**src/include/c2a_settings.svh**
```systemverilog
`ifndef C2A_SETTINGS_SVH
`define C2A_SETTINGS_SVH

// ----------------------------------------------------------------------
// bus widths
// ----------------------------------------------------------------------
`define C2A_ADDR_W 32
`define C2A_DATA_W 32
`define C2A_STRB_W 4
`define C2A_LEN_W 8          // axi len field
`define C2A_CNT_W 5          // host beat count, 1..16
`define C2A_MAX_BEATS 16

// ----------------------------------------------------------------------
// queue geometry
// ----------------------------------------------------------------------
`define C2A_CWFIFO_PTRW 5    // command queue, 32 entries
`define C2A_DWFIFO_PTRW 5    // write-data queue
`define C2A_RDFIFO_PTRW 5    // read-return queue

// free entries left when almost-full rises
// covers the beat sitting in the capture register
`define C2A_RDFIFO_AFULL_MARGIN 2

`endif

```
**src/c2a_pkg.sv**
```systemverilog
`default_nettype none

`include "c2a_settings.svh"

package c2a_pkg;

   // sequencer states
   typedef enum logic [1:0] {
      ST_IDLE = 2'b00,
      ST_RD   = 2'b01,
      ST_WR   = 2'b10
   } c2a_state_e;

   // host address mode
   typedef enum logic [1:0] {
      AMOD_INCR  = 2'b00,
      AMOD_RSVD  = 2'b01,  // treated as incr
      AMOD_FIXED = 2'b10,
      AMOD_WRAP  = 2'b11
   } c2a_amod_e;

   // axi burst code
   typedef enum logic [1:0] {
      BURST_FIXED = 2'b00,
      BURST_INCR  = 2'b01,
      BURST_WRAP  = 2'b10
   } c2a_burst_e;

   // ----------------------------------------------------------------------
   // queue words
   // ----------------------------------------------------------------------
   typedef struct packed {
      logic                   read;
      c2a_amod_e              amod;
      logic [`C2A_CNT_W-1:0]  cnt;
      logic [`C2A_ADDR_W-1:0] addr;
   } c2a_cmd_t;

   typedef struct packed {
      logic                   last;
      logic [`C2A_STRB_W-1:0] strb;
      logic [`C2A_DATA_W-1:0] data;
   } c2a_wbeat_t;

   typedef struct packed {
      logic                   last;
      logic [`C2A_DATA_W-1:0] data;
   } c2a_rbeat_t;

endpackage

`default_nettype wire

```
**src/c2a_fifo.sv**
```systemverilog
`timescale 1ns/10ps
`default_nettype none

`include "c2a_settings.svh"

module c2a_fifo
#(
   parameter int WIDTH        = `C2A_DATA_W,
   parameter int PTRW         = `C2A_CWFIFO_PTRW,
   parameter int AFULL_MARGIN = `C2A_RDFIFO_AFULL_MARGIN
)
(
   input  logic             aclk,
   input  logic             areset_n,
   input  logic             push_i,
   input  logic             pop_i,
   input  logic [WIDTH-1:0] din_i,
   output logic [WIDTH-1:0] dout_o,
   output logic             full_o,
   output logic             afull_o,
   output logic             empty_o
);

   localparam int DEPTH = 1 << PTRW;
   localparam logic [PTRW:0] FULL_LEVEL  = (PTRW+1)'(DEPTH);
   localparam logic [PTRW:0] AFULL_LEVEL = (PTRW+1)'(DEPTH - AFULL_MARGIN);

   logic [WIDTH-1:0] mem [DEPTH];
   logic [PTRW:0]    wr_ptr;      // extra msb tells full from empty
   logic [PTRW:0]    rd_ptr;
   logic [PTRW:0]    level;

   // ----------------------------------------------------------------------
   // flags and show-ahead output
   // ----------------------------------------------------------------------
   assign level   = wr_ptr - rd_ptr;
   assign empty_o = (wr_ptr == rd_ptr);
   assign full_o  = (level == FULL_LEVEL);
   assign afull_o = (level >= AFULL_LEVEL);
   assign dout_o  = mem[rd_ptr[PTRW-1:0]];   // head entry

   // ----------------------------------------------------------------------
   // pointers
   // ----------------------------------------------------------------------
   always_ff @(posedge aclk or negedge areset_n)
   begin
      if (!areset_n)
      begin
         wr_ptr <= '0;
         rd_ptr <= '0;
      end
      else
      begin
         if (push_i)
            wr_ptr <= wr_ptr + 1'b1;
         if (pop_i)
            rd_ptr <= rd_ptr + 1'b1;
      end
   end

   // storage
   always_ff @(posedge aclk)
   begin
      if (push_i)
         mem[wr_ptr[PTRW-1:0]] <= din_i;
   end

   // host or core side broke the push/pop rule
   a_no_overflow: assert property (@(posedge aclk) disable iff (!areset_n)
      !(push_i && full_o));

   a_no_underflow: assert property (@(posedge aclk) disable iff (!areset_n)
      !(pop_i && empty_o));

endmodule

`default_nettype wire

```
**src/c2a_cmd_sequencer.sv**
```systemverilog
`timescale 1ns/10ps
`default_nettype none

`include "c2a_settings.svh"

module c2a_cmd_sequencer
(
   input  logic                   aclk,
   input  logic                   areset_n,
   // command queue
   input  c2a_pkg::c2a_cmd_t      cmd_i,
   input  logic                   cmd_empty_i,
   output logic                   cmd_pop_o,
   // write address channel
   output logic [`C2A_ADDR_W-1:0] awaddr_o,
   output logic [`C2A_LEN_W-1:0]  awlen_o,
   output c2a_pkg::c2a_burst_e    awburst_o,
   output logic                   awvalid_o,
   input  logic                   awready_i,
   // read address channel
   output logic [`C2A_ADDR_W-1:0] araddr_o,
   output logic [`C2A_LEN_W-1:0]  arlen_o,
   output c2a_pkg::c2a_burst_e    arburst_o,
   output logic                   arvalid_o,
   input  logic                   arready_i
);

   import c2a_pkg::*;

   localparam int LEN_W = `C2A_LEN_W;

   c2a_state_e       state;
   logic             ar_fire;
   logic             aw_fire;
   logic             load_rd;
   logic             load_wr;
   logic [LEN_W-1:0] cmd_len;
   c2a_burst_e       cmd_burst;

   function automatic c2a_burst_e map_burst(input c2a_amod_e amod);
      c2a_burst_e burst;
      case (amod)
         AMOD_FIXED: burst = BURST_FIXED;
         AMOD_WRAP:  burst = BURST_WRAP;
         default:    burst = BURST_INCR;   // incr and reserved
      endcase
      return burst;
   endfunction

   assign ar_fire = arvalid_o && arready_i;
   assign aw_fire = awvalid_o && awready_i;

   // ----------------------------------------------------------------------
   // load decision, one pop per loaded command
   // ----------------------------------------------------------------------
   always_comb
   begin
      case (state)
         ST_IDLE: cmd_pop_o = !cmd_empty_i;
         ST_RD:   cmd_pop_o = !cmd_empty_i && ar_fire;
         // a read behind a write waits for idle
         ST_WR:   cmd_pop_o = !cmd_empty_i && aw_fire && !cmd_i.read;
         default: cmd_pop_o = 1'b0;
      endcase
   end

   assign load_rd   = cmd_pop_o && cmd_i.read;
   assign load_wr   = cmd_pop_o && !cmd_i.read;
   assign cmd_len   = LEN_W'(cmd_i.cnt - 1'b1);   // axi len is beats minus one
   assign cmd_burst = map_burst(cmd_i.amod);

   // ----------------------------------------------------------------------
   // state and valids
   // ----------------------------------------------------------------------
   always_ff @(posedge aclk or negedge areset_n)
   begin
      if (!areset_n)
      begin
         state     <= ST_IDLE;
         arvalid_o <= 1'b0;
         awvalid_o <= 1'b0;
         arburst_o <= BURST_INCR;
         awburst_o <= BURST_INCR;
      end
      else
      begin
         if (load_rd)
         begin
            arvalid_o <= 1'b1;
            arburst_o <= cmd_burst;
         end
         else if (ar_fire)
            arvalid_o <= 1'b0;

         if (load_wr)
         begin
            awvalid_o <= 1'b1;
            awburst_o <= cmd_burst;
         end
         else if (aw_fire)
            awvalid_o <= 1'b0;

         if (load_rd)
            state <= ST_RD;
         else if (load_wr)
            state <= ST_WR;
         else if (ar_fire || aw_fire)
            state <= ST_IDLE;   // queue empty, or write to read turnaround
      end
   end

   // address and length
   always_ff @(posedge aclk)
   begin
      if (load_rd)
      begin
         araddr_o <= cmd_i.addr;
         arlen_o  <= cmd_len;
      end
      if (load_wr)
      begin
         awaddr_o <= cmd_i.addr;
         awlen_o  <= cmd_len;
      end
   end

   a_one_channel: assert property (@(posedge aclk) disable iff (!areset_n)
      !(arvalid_o && awvalid_o));

   a_ar_hold: assert property (@(posedge aclk) disable iff (!areset_n)
      arvalid_o && !arready_i |=> arvalid_o && $stable(araddr_o));

   a_aw_hold: assert property (@(posedge aclk) disable iff (!areset_n)
      awvalid_o && !awready_i |=> awvalid_o && $stable(awaddr_o));

endmodule

`default_nettype wire

```
**src/c2a_wdata_mover.sv**
```systemverilog
`timescale 1ns/10ps
`default_nettype none

`include "c2a_settings.svh"

module c2a_wdata_mover
(
   input  logic                   aclk,
   input  logic                   areset_n,
   input  logic                   aw_fire_i,
   // write-data queue
   input  c2a_pkg::c2a_wbeat_t    wbeat_i,
   input  logic                   wd_empty_i,
   output logic                   wd_pop_o,
   // write data channel
   output logic [`C2A_DATA_W-1:0] wdata_o,
   output logic [`C2A_STRB_W-1:0] wstrb_o,
   output logic                   wlast_o,
   output logic                   wvalid_o,
   input  logic                   wready_i
);

   import c2a_pkg::*;

   logic [`C2A_CWFIFO_PTRW:0] pend_cnt;   // addresses sent, bursts not finished
   logic                      have_pend;
   logic                      w_fire;
   logic                      wlast_fire;

   assign w_fire     = wvalid_o && wready_i;
   assign wlast_fire = w_fire && wlast_o;
   assign have_pend  = (pend_cnt != '0);

   // next beat only into an empty slot or behind a non-last handshake
   assign wd_pop_o = have_pend && !wd_empty_i && (!wvalid_o || (w_fire && !wlast_o));

   // ----------------------------------------------------------------------
   // pending write addresses
   // ----------------------------------------------------------------------
   always_ff @(posedge aclk or negedge areset_n)
   begin
      if (!areset_n)
         pend_cnt <= '0;
      else if (aw_fire_i && !wlast_fire)
         pend_cnt <= pend_cnt + 1'b1;
      else if (wlast_fire && !aw_fire_i)
         pend_cnt <= pend_cnt - 1'b1;
   end

   // ----------------------------------------------------------------------
   // W channel
   // ----------------------------------------------------------------------
   always_ff @(posedge aclk or negedge areset_n)
   begin
      if (!areset_n)
      begin
         wvalid_o <= 1'b0;
         wlast_o  <= 1'b0;
      end
      else if (wd_pop_o)
      begin
         wvalid_o <= 1'b1;
         wlast_o  <= wbeat_i.last;
      end
      else if (w_fire)
      begin
         wvalid_o <= 1'b0;   // idle at least one cycle after last
         wlast_o  <= 1'b0;
      end
   end

   always_ff @(posedge aclk)
   begin
      if (wd_pop_o)
      begin
         wdata_o <= wbeat_i.data;
         wstrb_o <= wbeat_i.strb;
      end
   end

   a_no_underflow: assert property (@(posedge aclk) disable iff (!areset_n)
      !(wlast_fire && !aw_fire_i && !have_pend));

   a_w_hold: assert property (@(posedge aclk) disable iff (!areset_n)
      wvalid_o && !wready_i |=> wvalid_o && $stable(wdata_o) && $stable(wlast_o));

endmodule

`default_nettype wire

```
**src/c2a_axi_master.sv**
```systemverilog
`timescale 1ns/10ps
`default_nettype none

`include "c2a_settings.svh"

module c2a_axi_master
(
   input  logic                   aclk,
   input  logic                   areset_n,
   // host command push
   input  logic                   cmd_push_i,
   input  logic                   cmd_read_i,
   input  logic [`C2A_ADDR_W-1:0] cmd_addr_i,
   input  logic [`C2A_CNT_W-1:0]  cmd_cnt_i,
   input  logic [1:0]             cmd_amod_i,
   output logic                   cmd_full_o,
   // host write-data push
   input  logic                   wd_push_i,
   input  logic [`C2A_DATA_W-1:0] wd_data_i,
   input  logic [`C2A_STRB_W-1:0] wd_strb_i,
   input  logic                   wd_last_i,
   output logic                   wd_full_o,
   // host read-return pop
   input  logic                   rd_pop_i,
   output logic [`C2A_DATA_W-1:0] rd_data_o,
   output logic                   rd_last_o,
   output logic                   rd_empty_o,
   // axi AW
   output logic [`C2A_ADDR_W-1:0] awaddr_o,
   output logic [`C2A_LEN_W-1:0]  awlen_o,
   output logic [1:0]             awburst_o,
   output logic                   awvalid_o,
   input  logic                   awready_i,
   // axi W
   output logic [`C2A_DATA_W-1:0] wdata_o,
   output logic [`C2A_STRB_W-1:0] wstrb_o,
   output logic                   wlast_o,
   output logic                   wvalid_o,
   input  logic                   wready_i,
   // axi AR
   output logic [`C2A_ADDR_W-1:0] araddr_o,
   output logic [`C2A_LEN_W-1:0]  arlen_o,
   output logic [1:0]             arburst_o,
   output logic                   arvalid_o,
   input  logic                   arready_i,
   // axi R
   input  logic [`C2A_DATA_W-1:0] rdata_i,
   input  logic                   rlast_i,
   input  logic                   rvalid_i,
   output logic                   rready_o
);

   import c2a_pkg::*;

   c2a_cmd_t   cmd_word_in;
   c2a_cmd_t   cmd_word_out;
   logic       cmd_empty;
   logic       cmd_pop;
   c2a_wbeat_t wd_word_in;
   c2a_wbeat_t wd_word_out;
   logic       wd_empty;
   logic       wd_pop;
   c2a_rbeat_t rd_capt;       // read beat one cycle after its handshake
   c2a_rbeat_t rd_word_out;
   logic       rd_push;
   logic       rd_afull;
   logic       aw_fire;
   logic       r_fire;

   // ----------------------------------------------------------------------
   // queue words from host fields
   // ----------------------------------------------------------------------
   always_comb
   begin
      cmd_word_in.read = cmd_read_i;
      cmd_word_in.amod = c2a_amod_e'(cmd_amod_i);
      cmd_word_in.cnt  = cmd_cnt_i;
      cmd_word_in.addr = cmd_addr_i;
      wd_word_in.last  = wd_last_i;
      wd_word_in.strb  = wd_strb_i;
      wd_word_in.data  = wd_data_i;
   end

   assign rd_data_o = rd_word_out.data;
   assign rd_last_o = rd_word_out.last;
   assign rready_o  = ~rd_afull;   // stop R before the queue can overflow
   assign aw_fire   = awvalid_o && awready_i;
   assign r_fire    = rvalid_i && rready_o;

   // ----------------------------------------------------------------------
   // queues
   // ----------------------------------------------------------------------
   c2a_fifo #(.WIDTH($bits(c2a_cmd_t)), .PTRW(`C2A_CWFIFO_PTRW),
              .AFULL_MARGIN(`C2A_RDFIFO_AFULL_MARGIN)) u_cmd_fifo (
      .aclk(aclk), .areset_n(areset_n),
      .push_i(cmd_push_i), .pop_i(cmd_pop), .din_i(cmd_word_in),
      .dout_o(cmd_word_out), .full_o(cmd_full_o), .afull_o(), .empty_o(cmd_empty));

   c2a_fifo #(.WIDTH($bits(c2a_wbeat_t)), .PTRW(`C2A_DWFIFO_PTRW),
              .AFULL_MARGIN(`C2A_RDFIFO_AFULL_MARGIN)) u_wd_fifo (
      .aclk(aclk), .areset_n(areset_n),
      .push_i(wd_push_i), .pop_i(wd_pop), .din_i(wd_word_in),
      .dout_o(wd_word_out), .full_o(wd_full_o), .afull_o(), .empty_o(wd_empty));

   c2a_fifo #(.WIDTH($bits(c2a_rbeat_t)), .PTRW(`C2A_RDFIFO_PTRW),
              .AFULL_MARGIN(`C2A_RDFIFO_AFULL_MARGIN)) u_rd_fifo (
      .aclk(aclk), .areset_n(areset_n),
      .push_i(rd_push), .pop_i(rd_pop_i), .din_i(rd_capt),
      .dout_o(rd_word_out), .full_o(), .afull_o(rd_afull), .empty_o(rd_empty_o));

   // ----------------------------------------------------------------------
   // address sequencer and write-data mover
   // ----------------------------------------------------------------------
   c2a_cmd_sequencer u_seq (
      .aclk(aclk), .areset_n(areset_n),
      .cmd_i(cmd_word_out), .cmd_empty_i(cmd_empty), .cmd_pop_o(cmd_pop),
      .awaddr_o(awaddr_o), .awlen_o(awlen_o), .awburst_o(awburst_o),
      .awvalid_o(awvalid_o), .awready_i(awready_i),
      .araddr_o(araddr_o), .arlen_o(arlen_o), .arburst_o(arburst_o),
      .arvalid_o(arvalid_o), .arready_i(arready_i));

   c2a_wdata_mover u_wmover (
      .aclk(aclk), .areset_n(areset_n), .aw_fire_i(aw_fire),
      .wbeat_i(wd_word_out), .wd_empty_i(wd_empty), .wd_pop_o(wd_pop),
      .wdata_o(wdata_o), .wstrb_o(wstrb_o), .wlast_o(wlast_o),
      .wvalid_o(wvalid_o), .wready_i(wready_i));

   // read capture, push strobe follows the handshake by one cycle
   always_ff @(posedge aclk or negedge areset_n)
   begin
      if (!areset_n)
         rd_push <= 1'b0;
      else
         rd_push <= r_fire;
   end

   always_ff @(posedge aclk)
   begin
      if (r_fire)
      begin
         rd_capt.last <= rlast_i;
         rd_capt.data <= rdata_i;
      end
   end

endmodule

`default_nettype wire

```
**config.mk**
```make
export PLATFORM = sky130hd
export DESIGN_NAME = c2a_axi_master
export DESIGN_NICKNAME = d
export VERILOG_FILES = /design/src/c2a_pkg.sv /design/src/c2a_fifo.sv /design/src/c2a_cmd_sequencer.sv /design/src/c2a_wdata_mover.sv /design/src/c2a_axi_master.sv
export VERILOG_INCLUDE_DIRS = /design/src /design/src/include
export SDC_FILE = /design/constraint.sdc
export NUM_CORES = 2
export LEC_CHECK = 0
export BUFFER_PORTS_ARGS = -buffer_cell sky130_fd_sc_hd__buf_2
export CORE_ASPECT_RATIO = 1.75
export CORE_UTILIZATION = 39
export CTS_CLUSTER_DIAMETER = 80
export DETAILED_ROUTE_END_ITERATION = 10
export GPL_TIMING_DRIVEN = 0
export SYNTH_ARGS = -nofsm -noshare
export SYNTH_HDL_FRONTEND = slang
export SYNTH_SLANG_ARGS = --single-unit
```
**constraint.sdc**
```tcl
create_clock -name aclk -period 12.5 [get_ports aclk]
set_input_delay 0.625 -clock aclk [delete_from_list [all_inputs] [get_ports aclk]]
set_output_delay 0.625 -clock aclk [all_outputs]
set_load 0.02 [all_outputs]
```
; ---- Yosys cells after proc, flatten, opt, wreduce, memory -nomap -nowiden
; Memories as Yosys holds them, arrays and structs flattened.
; Index checks and enable logic that the tools add are counted.
[totals]
register_bits = 202
ramBits = 3520
input_bits = 119
output_inout_bits = 161
wordCells = 100
mem_count = 3
[classes]
n_addsub = 12
n_lt_le_gt_ge = 1
n_eq_ne = 9
mux = 20
bitwise = 1
n_reduce_logical = 31
[memory_table]
columns = name, depth, width, rd, rd_ports_with_merged_regs, wr, line
row1 = u_cmd_fifo.mem, 32, 40, 1, 0, 1, c2a_fifo.sv:28  ; logic [WIDTH-1:0] mem [DEPTH];
row2 = u_wd_fifo.mem, 32, 37, 1, 0, 1, c2a_fifo.sv:28
row3 = u_rd_fifo.mem, 32, 33, 1, 0, 1, c2a_fifo.sv:28
[ops]
columns = op, n
row1 = adder 6 x 1 -> 6 bit (second input constant), 7
row2 = equality test 6 bit, 3
row3 = subtractor 6 bit, 3
row4 = logical AND 1 bit, 15
row5 = 2-to-1 mux 1 bit, 13
row6 = equality test 6 bit (second input constant), 2
row7 = 2-to-1 mux 6 bit, 2
row8 = nonzero test 2 bit, 4
row9 = zero test 1 bit, 7
row10 = equality test 2 bit (second input constant), 3
row11 = greater-or-equal comparator 6 x 5 -> 1 bit (second input constant), 1
row12 = 2-to-1 mux 2 bit, 3
row13 = nonzero test 6 bit, 1
row14 = subtractor 5 x 1 -> 6 bit (second input constant), 1
row15 = subtractor 6 x 1 -> 6 bit (second input constant), 1
row16 = one-hot mux 2 bit (2 select lines), 1
row17 = one-hot mux 1 bit (3 select lines), 1
row18 = nonzero test 3 bit, 1
row19 = equality test 2 x 1 -> 1 bit (second input constant), 1
row20 = zero test 2 bit, 1
row21 = logical OR 1 bit, 2
row22 = NOT 1 bit, 1

; ---- Longest topological paths before layout
[depth]
ltp_word = 8
depth_mapped = 11
depth_no_buf = 11

; ---- Hierarchy
; From an unflattened synthesis, not the netlist that was laid out.
[unflattened]
hier_cells = 6398
hier_area_um2 = 141217.9
[by_module_without_submodules]
columns = module, instances, cells_each, area_each_um2, seq_area_each_um2
row1 = c2a_fifo at u_cmd_fifo, 1, 2222, 49308.5, 38737.2
row2 = c2a_fifo at u_wd_fifo, 1, 2063, 45602.5, 35854.4
row3 = c2a_fifo at u_rd_fifo, 1, 1859, 40875.5, 32010.7
row4 = c2a_cmd_sequencer, 1, 125, 2753.9, 2484.9
row5 = c2a_wdata_mover, 1, 92, 1645.3, 1281.2
row6 = c2a_axi_master, 1, 37, 1032.2, 1016.0

; ---- Worst setup path before layout
; No wires, ideal clock.
[synth_timing]
path_type = reg-to-reg
from = reg u_rd_fifo.rd_ptr[1]
to = reg rd_capt[0] (netlist name) (enable)
setup_ps = 521
arrival_ps = 5962
t_required_ps = 11979
path_slack_ps = 6018
stages_incl_launch_ff = 12
n_path_buf = 3
synth_period_minus_slack_ps = 6482
path_cell_list = dfrtp_1 -> clkbuf_1 -> buf_1 -> buf_1 -> inv_1 -> ha_1 -> nor2b_1 -> o21ai_0 -> a21oi_1 -> o21a_1 -> o21a_1 -> nor4b_1
[synth_between]
elab_chain_cells = 4
[synth_lines]
columns = item, line
row1 = from (decl), c2a_fifo.sv:30  ; logic [PTRW:0] rd_ptr;
row2 = from (signal assigned), c2a_fifo.sv:57  ; rd_ptr <= rd_ptr + 1'b1;
row3 = subtractor 6 bit, c2a_fifo.sv:36  ; assign level = wr_ptr - rd_ptr;
row4 = greater-or-equal comparator 6 x 5 -> 1 bit, c2a_fifo.sv:39  ; assign afull_o = (level >= AFULL_LEVEL);
row5 = NOT 1 bit, c2a_axi_master.sv:86  ; assign rready_o = ~rd_afull;
row6 = logical AND 1 bit, c2a_axi_master.sv:88  ; assign r_fire = rvalid_i && rready_o;
row7 = net r_fire, c2a_axi_master.sv:68  ; logic r_fire;
row8 = to (decl), c2a_axi_master.sv:63  ; c2a_rbeat_t rd_capt;
; The timed path passes the listed nets, and every way through them passes these cells.
; A chain may end at the register's enable or synchronous reset.

; ---- Final worst setup path
[layout_timing]
from = reg u_wd_fifo.rd_ptr[1]
to = out wd_full_o
[layout_between]
elab_chain_cells = 2
[layout_lines]
columns = item, line
row1 = from (decl), c2a_fifo.sv:30
row2 = from (signal assigned), c2a_fifo.sv:57
row3 = subtractor 6 bit, c2a_fifo.sv:36
row4 = equality test 6 bit, c2a_fifo.sv:38  ; assign full_o = (level == FULL_LEVEL);
row5 = to (decl), c2a_axi_master.sv:22  ; output logic wd_full_o,
; No other way between the ends.

==> impl_metrics.yaml <==
pwr:
  ir_worst_vdd_v: 0.0002410
  leakage_nw: 52.04
  p_per_area_nw_per_um2: 231.0
  power_mw: 38.14
timing:
  worst_pin_slew_ns: 1.506
  min_period_ns: 6.603
  relSlewSlack_pct: -0.4028
  max_freq_mhz: 151.5
  period_share_pct: 52.82
  finalHoldViolCount: 0
  fin_ws_ns: 5.897
  fin_skew_ns: 0.07476
  rsz0062_at_grt: "false"
  setup_viol: 0
  slew_violations: 10
clock_network:
  clk_pin_slew_ns: 0.06
  numCtsBuffers: 343
  root_buffer: "clkbuf_16"
  cts_hold_buf: 35
  cts_buffer_depth: 4
  cts_tree: "done"
  insertion_delay_ns: 0.93
  cts_setup_buffers: 0
  clock_sinks: 3718
  h-tree-depth: 5
  cts-resized-gates: 0
placed_design:
  place_ws_ns: 6.726
  hpwl_um: 272500
  routabilityCongestion: 0.8193
  port_buffers: 276
  dp.cells: 11090
  placed_area_um2: 153600
setup_path:
  critPathKind: "reg2out"
  endpoint_kind: "output port"
  critPathLaunchType: "flop"
  cp_num_buf_inv: 5
  cp_slowest_stage_delay_ns: 0.89
  path_delay_family: "buffers and inverters"
  slowest_stage: "clkbuf_1"
  worst-endpoint-required_ns: 11.88
  crit_path_frequent_cell: "clkbuf_1"
  worstPathMaxFanout: 10
  timing.critical_path.cells: "clkbuf_1 > clkbuf_1 > buf_1 > inv_1 > ha_1 > nor2b_1 > o21ai_0 > a21boi_0 > o21a_1 > o21ba_2 > o2111a_1 > buf_2"
  crit_arrival_ns: 5.98
routing:
  wl_per_cell_um: 33.34
  ant_nets: 0
  routed_wl_um: 392500
  drc_errors: 0
  dr.pass1.iters: 5
  vias: 66830
  drt_iter0_drc: 6934
  vias_per_cell: 5.676
floorplanning:
  core_area_um2: 359400
  dieArea_um2: 364300
  pin_count: 280
  die_x_um: 456.7
  die_h_um: 797.7
  start_util_pct: 39.26
  rows: 291
global_routing:
  grt_max_degree: 41
  grt_usage_pct: 21.34
  grt_pass1_wl_um: 543000
  grt_antenna_before_repair: 49
  grt_pass1_vias: 70760
  overflow: 0
final_layout:
  fin_nets: 6940
  drive_gt1_share_pct: 33.31
  n_fill_cell: 29300
  final_core_util_pct: 45.93
  fin_area_um2: 165100
  layout.cells.non_filler: 11770
  syn2layout_area_growth_pct: 17.00
yosys:
  yosysUniqueCellTypes: 56
  synth_top_area_share_pct: 78.01
  synth_area_leaders: "edfxtp_1 (78%), mux4_2 (17%), nand2_1 (0.96%), dfrtp_1 (0.90%), clkbuf_1 (0.43%)"
  asyncSetResetFlopFracSynth_pct: 1.425
  synth_edf_count: 3665
  synth_most_common_cell: "edfxtp_1"
  synth.avg_cell_area_um2: 24.12
  ys_seq_elements: 3718
  synthesis.nets: 6007
  yosys_warnings: 0
  yosys_most_used_dff: "edfxtp_1"
  yosysTopAreaCell: "edfxtp_1"
  synth_cells: 5850
  synthesis.area_um2: 141100
  synth-seq-area-share_pct: 78.95
  synth_common_cells: "edfxtp_1 (3665), mux4_2 (1086), nand2_1 (361)"
status:
  status: "finished, violations left"
  violations: "capacitance limit, slew limit"
worst_hold_path:
  holdCritPathClass: "in2reg"
job:
  max-cap-violations: 1
## where the power goes
group | switching [mW] | internal (mW) | leakage, nW | total (mW)
Clock | 4.69 | 5.83 | 5.35 | 10.5
Sequential | 0.637 | 15.2 | 33.7 | 15.8
Combinational | 6.97 | 4.81 | 13.0 | 11.8
## per-layer routing
metal | up-vias | share of wire, % | routed length [um] | GRT usage [%]
li1 | 26800 | - | - | -
met1 | 36250 | 32 | 126000 | 22.16
met2 | 2878 | 57 | 223100 | 41.25
met3 | 880 | 5.6 | 22030 | 3.076
met4 | 28 | 5.4 | 21220 | 10.60
met5 | - | 0.039 | 155 | 0
## stage by stage
stage	TNS, ns	hold WS [ns]
after detailed placement	0	0.4768
after global placement	-38.26	0.4634
final	0	0.07871
after global routing	0	0.02234
after floorplan	0	0.3294
after CTS	0	0.01528
## layout make-up
cell class,count,area [um2],share of cell area (%)
multi-input cells,1807,28990,17.56
diodes,28,70.07,0.04245
well taps,4688,5866,3.553
clock buffers,425,9049,5.482
repair buffers,588,6322,3.830
inverters,34,127.6,0.07731
plain buffers,291,1267,0.7678
flip-flops and latches,3718,111400,67.48
clock inverters,194,1996,1.209
## final timing paths
kind,startpoint,end,cells past startpoint,slack [ns]
worst max register to register,u_cmd_fifo.rd_ptr[3]$_DFFE_PN0N_,u_seq.awaddr_o[28]$_DFFE_PP_,10,6.61
worst min register to register,u_wmover.pend_cnt[5]$_DFFE_PN0P_,u_wmover.pend_cnt[5]$_DFFE_PN0P_,1,0.49
worst min-delay path,rdata_i[15],rd_capt[15]$_DFFE_PP_,1,0.08
min in group asynchronous,areset_n,u_rd_fifo.wr_ptr[5]$_DFFE_PN0P_,2,0.23
worst max-delay path,u_wd_fifo.rd_ptr[1]$_DFFE_PN0P_,wd_full_o,12,5.90
max in group asynchronous,areset_n,u_seq.awburst_o[0]$_DFFE_PN1P_,3,11.59
## sequential cells by signal, indices dropped and copies added, names as in the netlist, 2 cells and up
register / cells
u_seq.araddr_o: 32
u_cmd_fifo.wr_ptr: 6
u_cmd_fifo.rd_ptr: 6
u_rd_fifo.rd_ptr: 6
rd_capt: 33
u_wd_fifo.rd_ptr: 6
u_wmover.wstrb_o: 4
u_wmover.pend_cnt: 6
u_seq.arlen_o: 6
u_seq.state: 2
u_wd_fifo.mem: 1184
u_seq.awaddr_o: 32
u_seq.arburst_o: 2
u_seq.awlen_o: 6
u_wmover.wdata_o: 32
u_rd_fifo.wr_ptr: 6
u_wd_fifo.wr_ptr: 6
u_cmd_fifo.mem: 1280
u_rd_fifo.mem: 1056
u_seq.awburst_o: 2
## kinds of logic (layout without fill, tap and decap cells)
logic type	Yosys count	count (layout)	share of synthesized area, %
xor+xnor	42	42	0.2607
compound gates	69	69	0.3414
flops	3718	3718	78.95
simple gates	551	551	1.627
mux	1107	1107	17.49
buf+inv	325	1532	0.9844
fa+ha+maj	38	38	0.3476
other cells	0	28	0
## placed cells by master, fill, tap and decap left out, types with 59 or more instances in the layout
master / instances
buf_12: 81
buf_2: 363
buf_6: 102
clkbuf_1: 229
clkbuf_16: 349
clkinv_1: 59
edfxtp_1: 3665
mux4_2: 1086
nand2_1: 361
nor2_4: 71
Power figures use the tool's default switching activity.
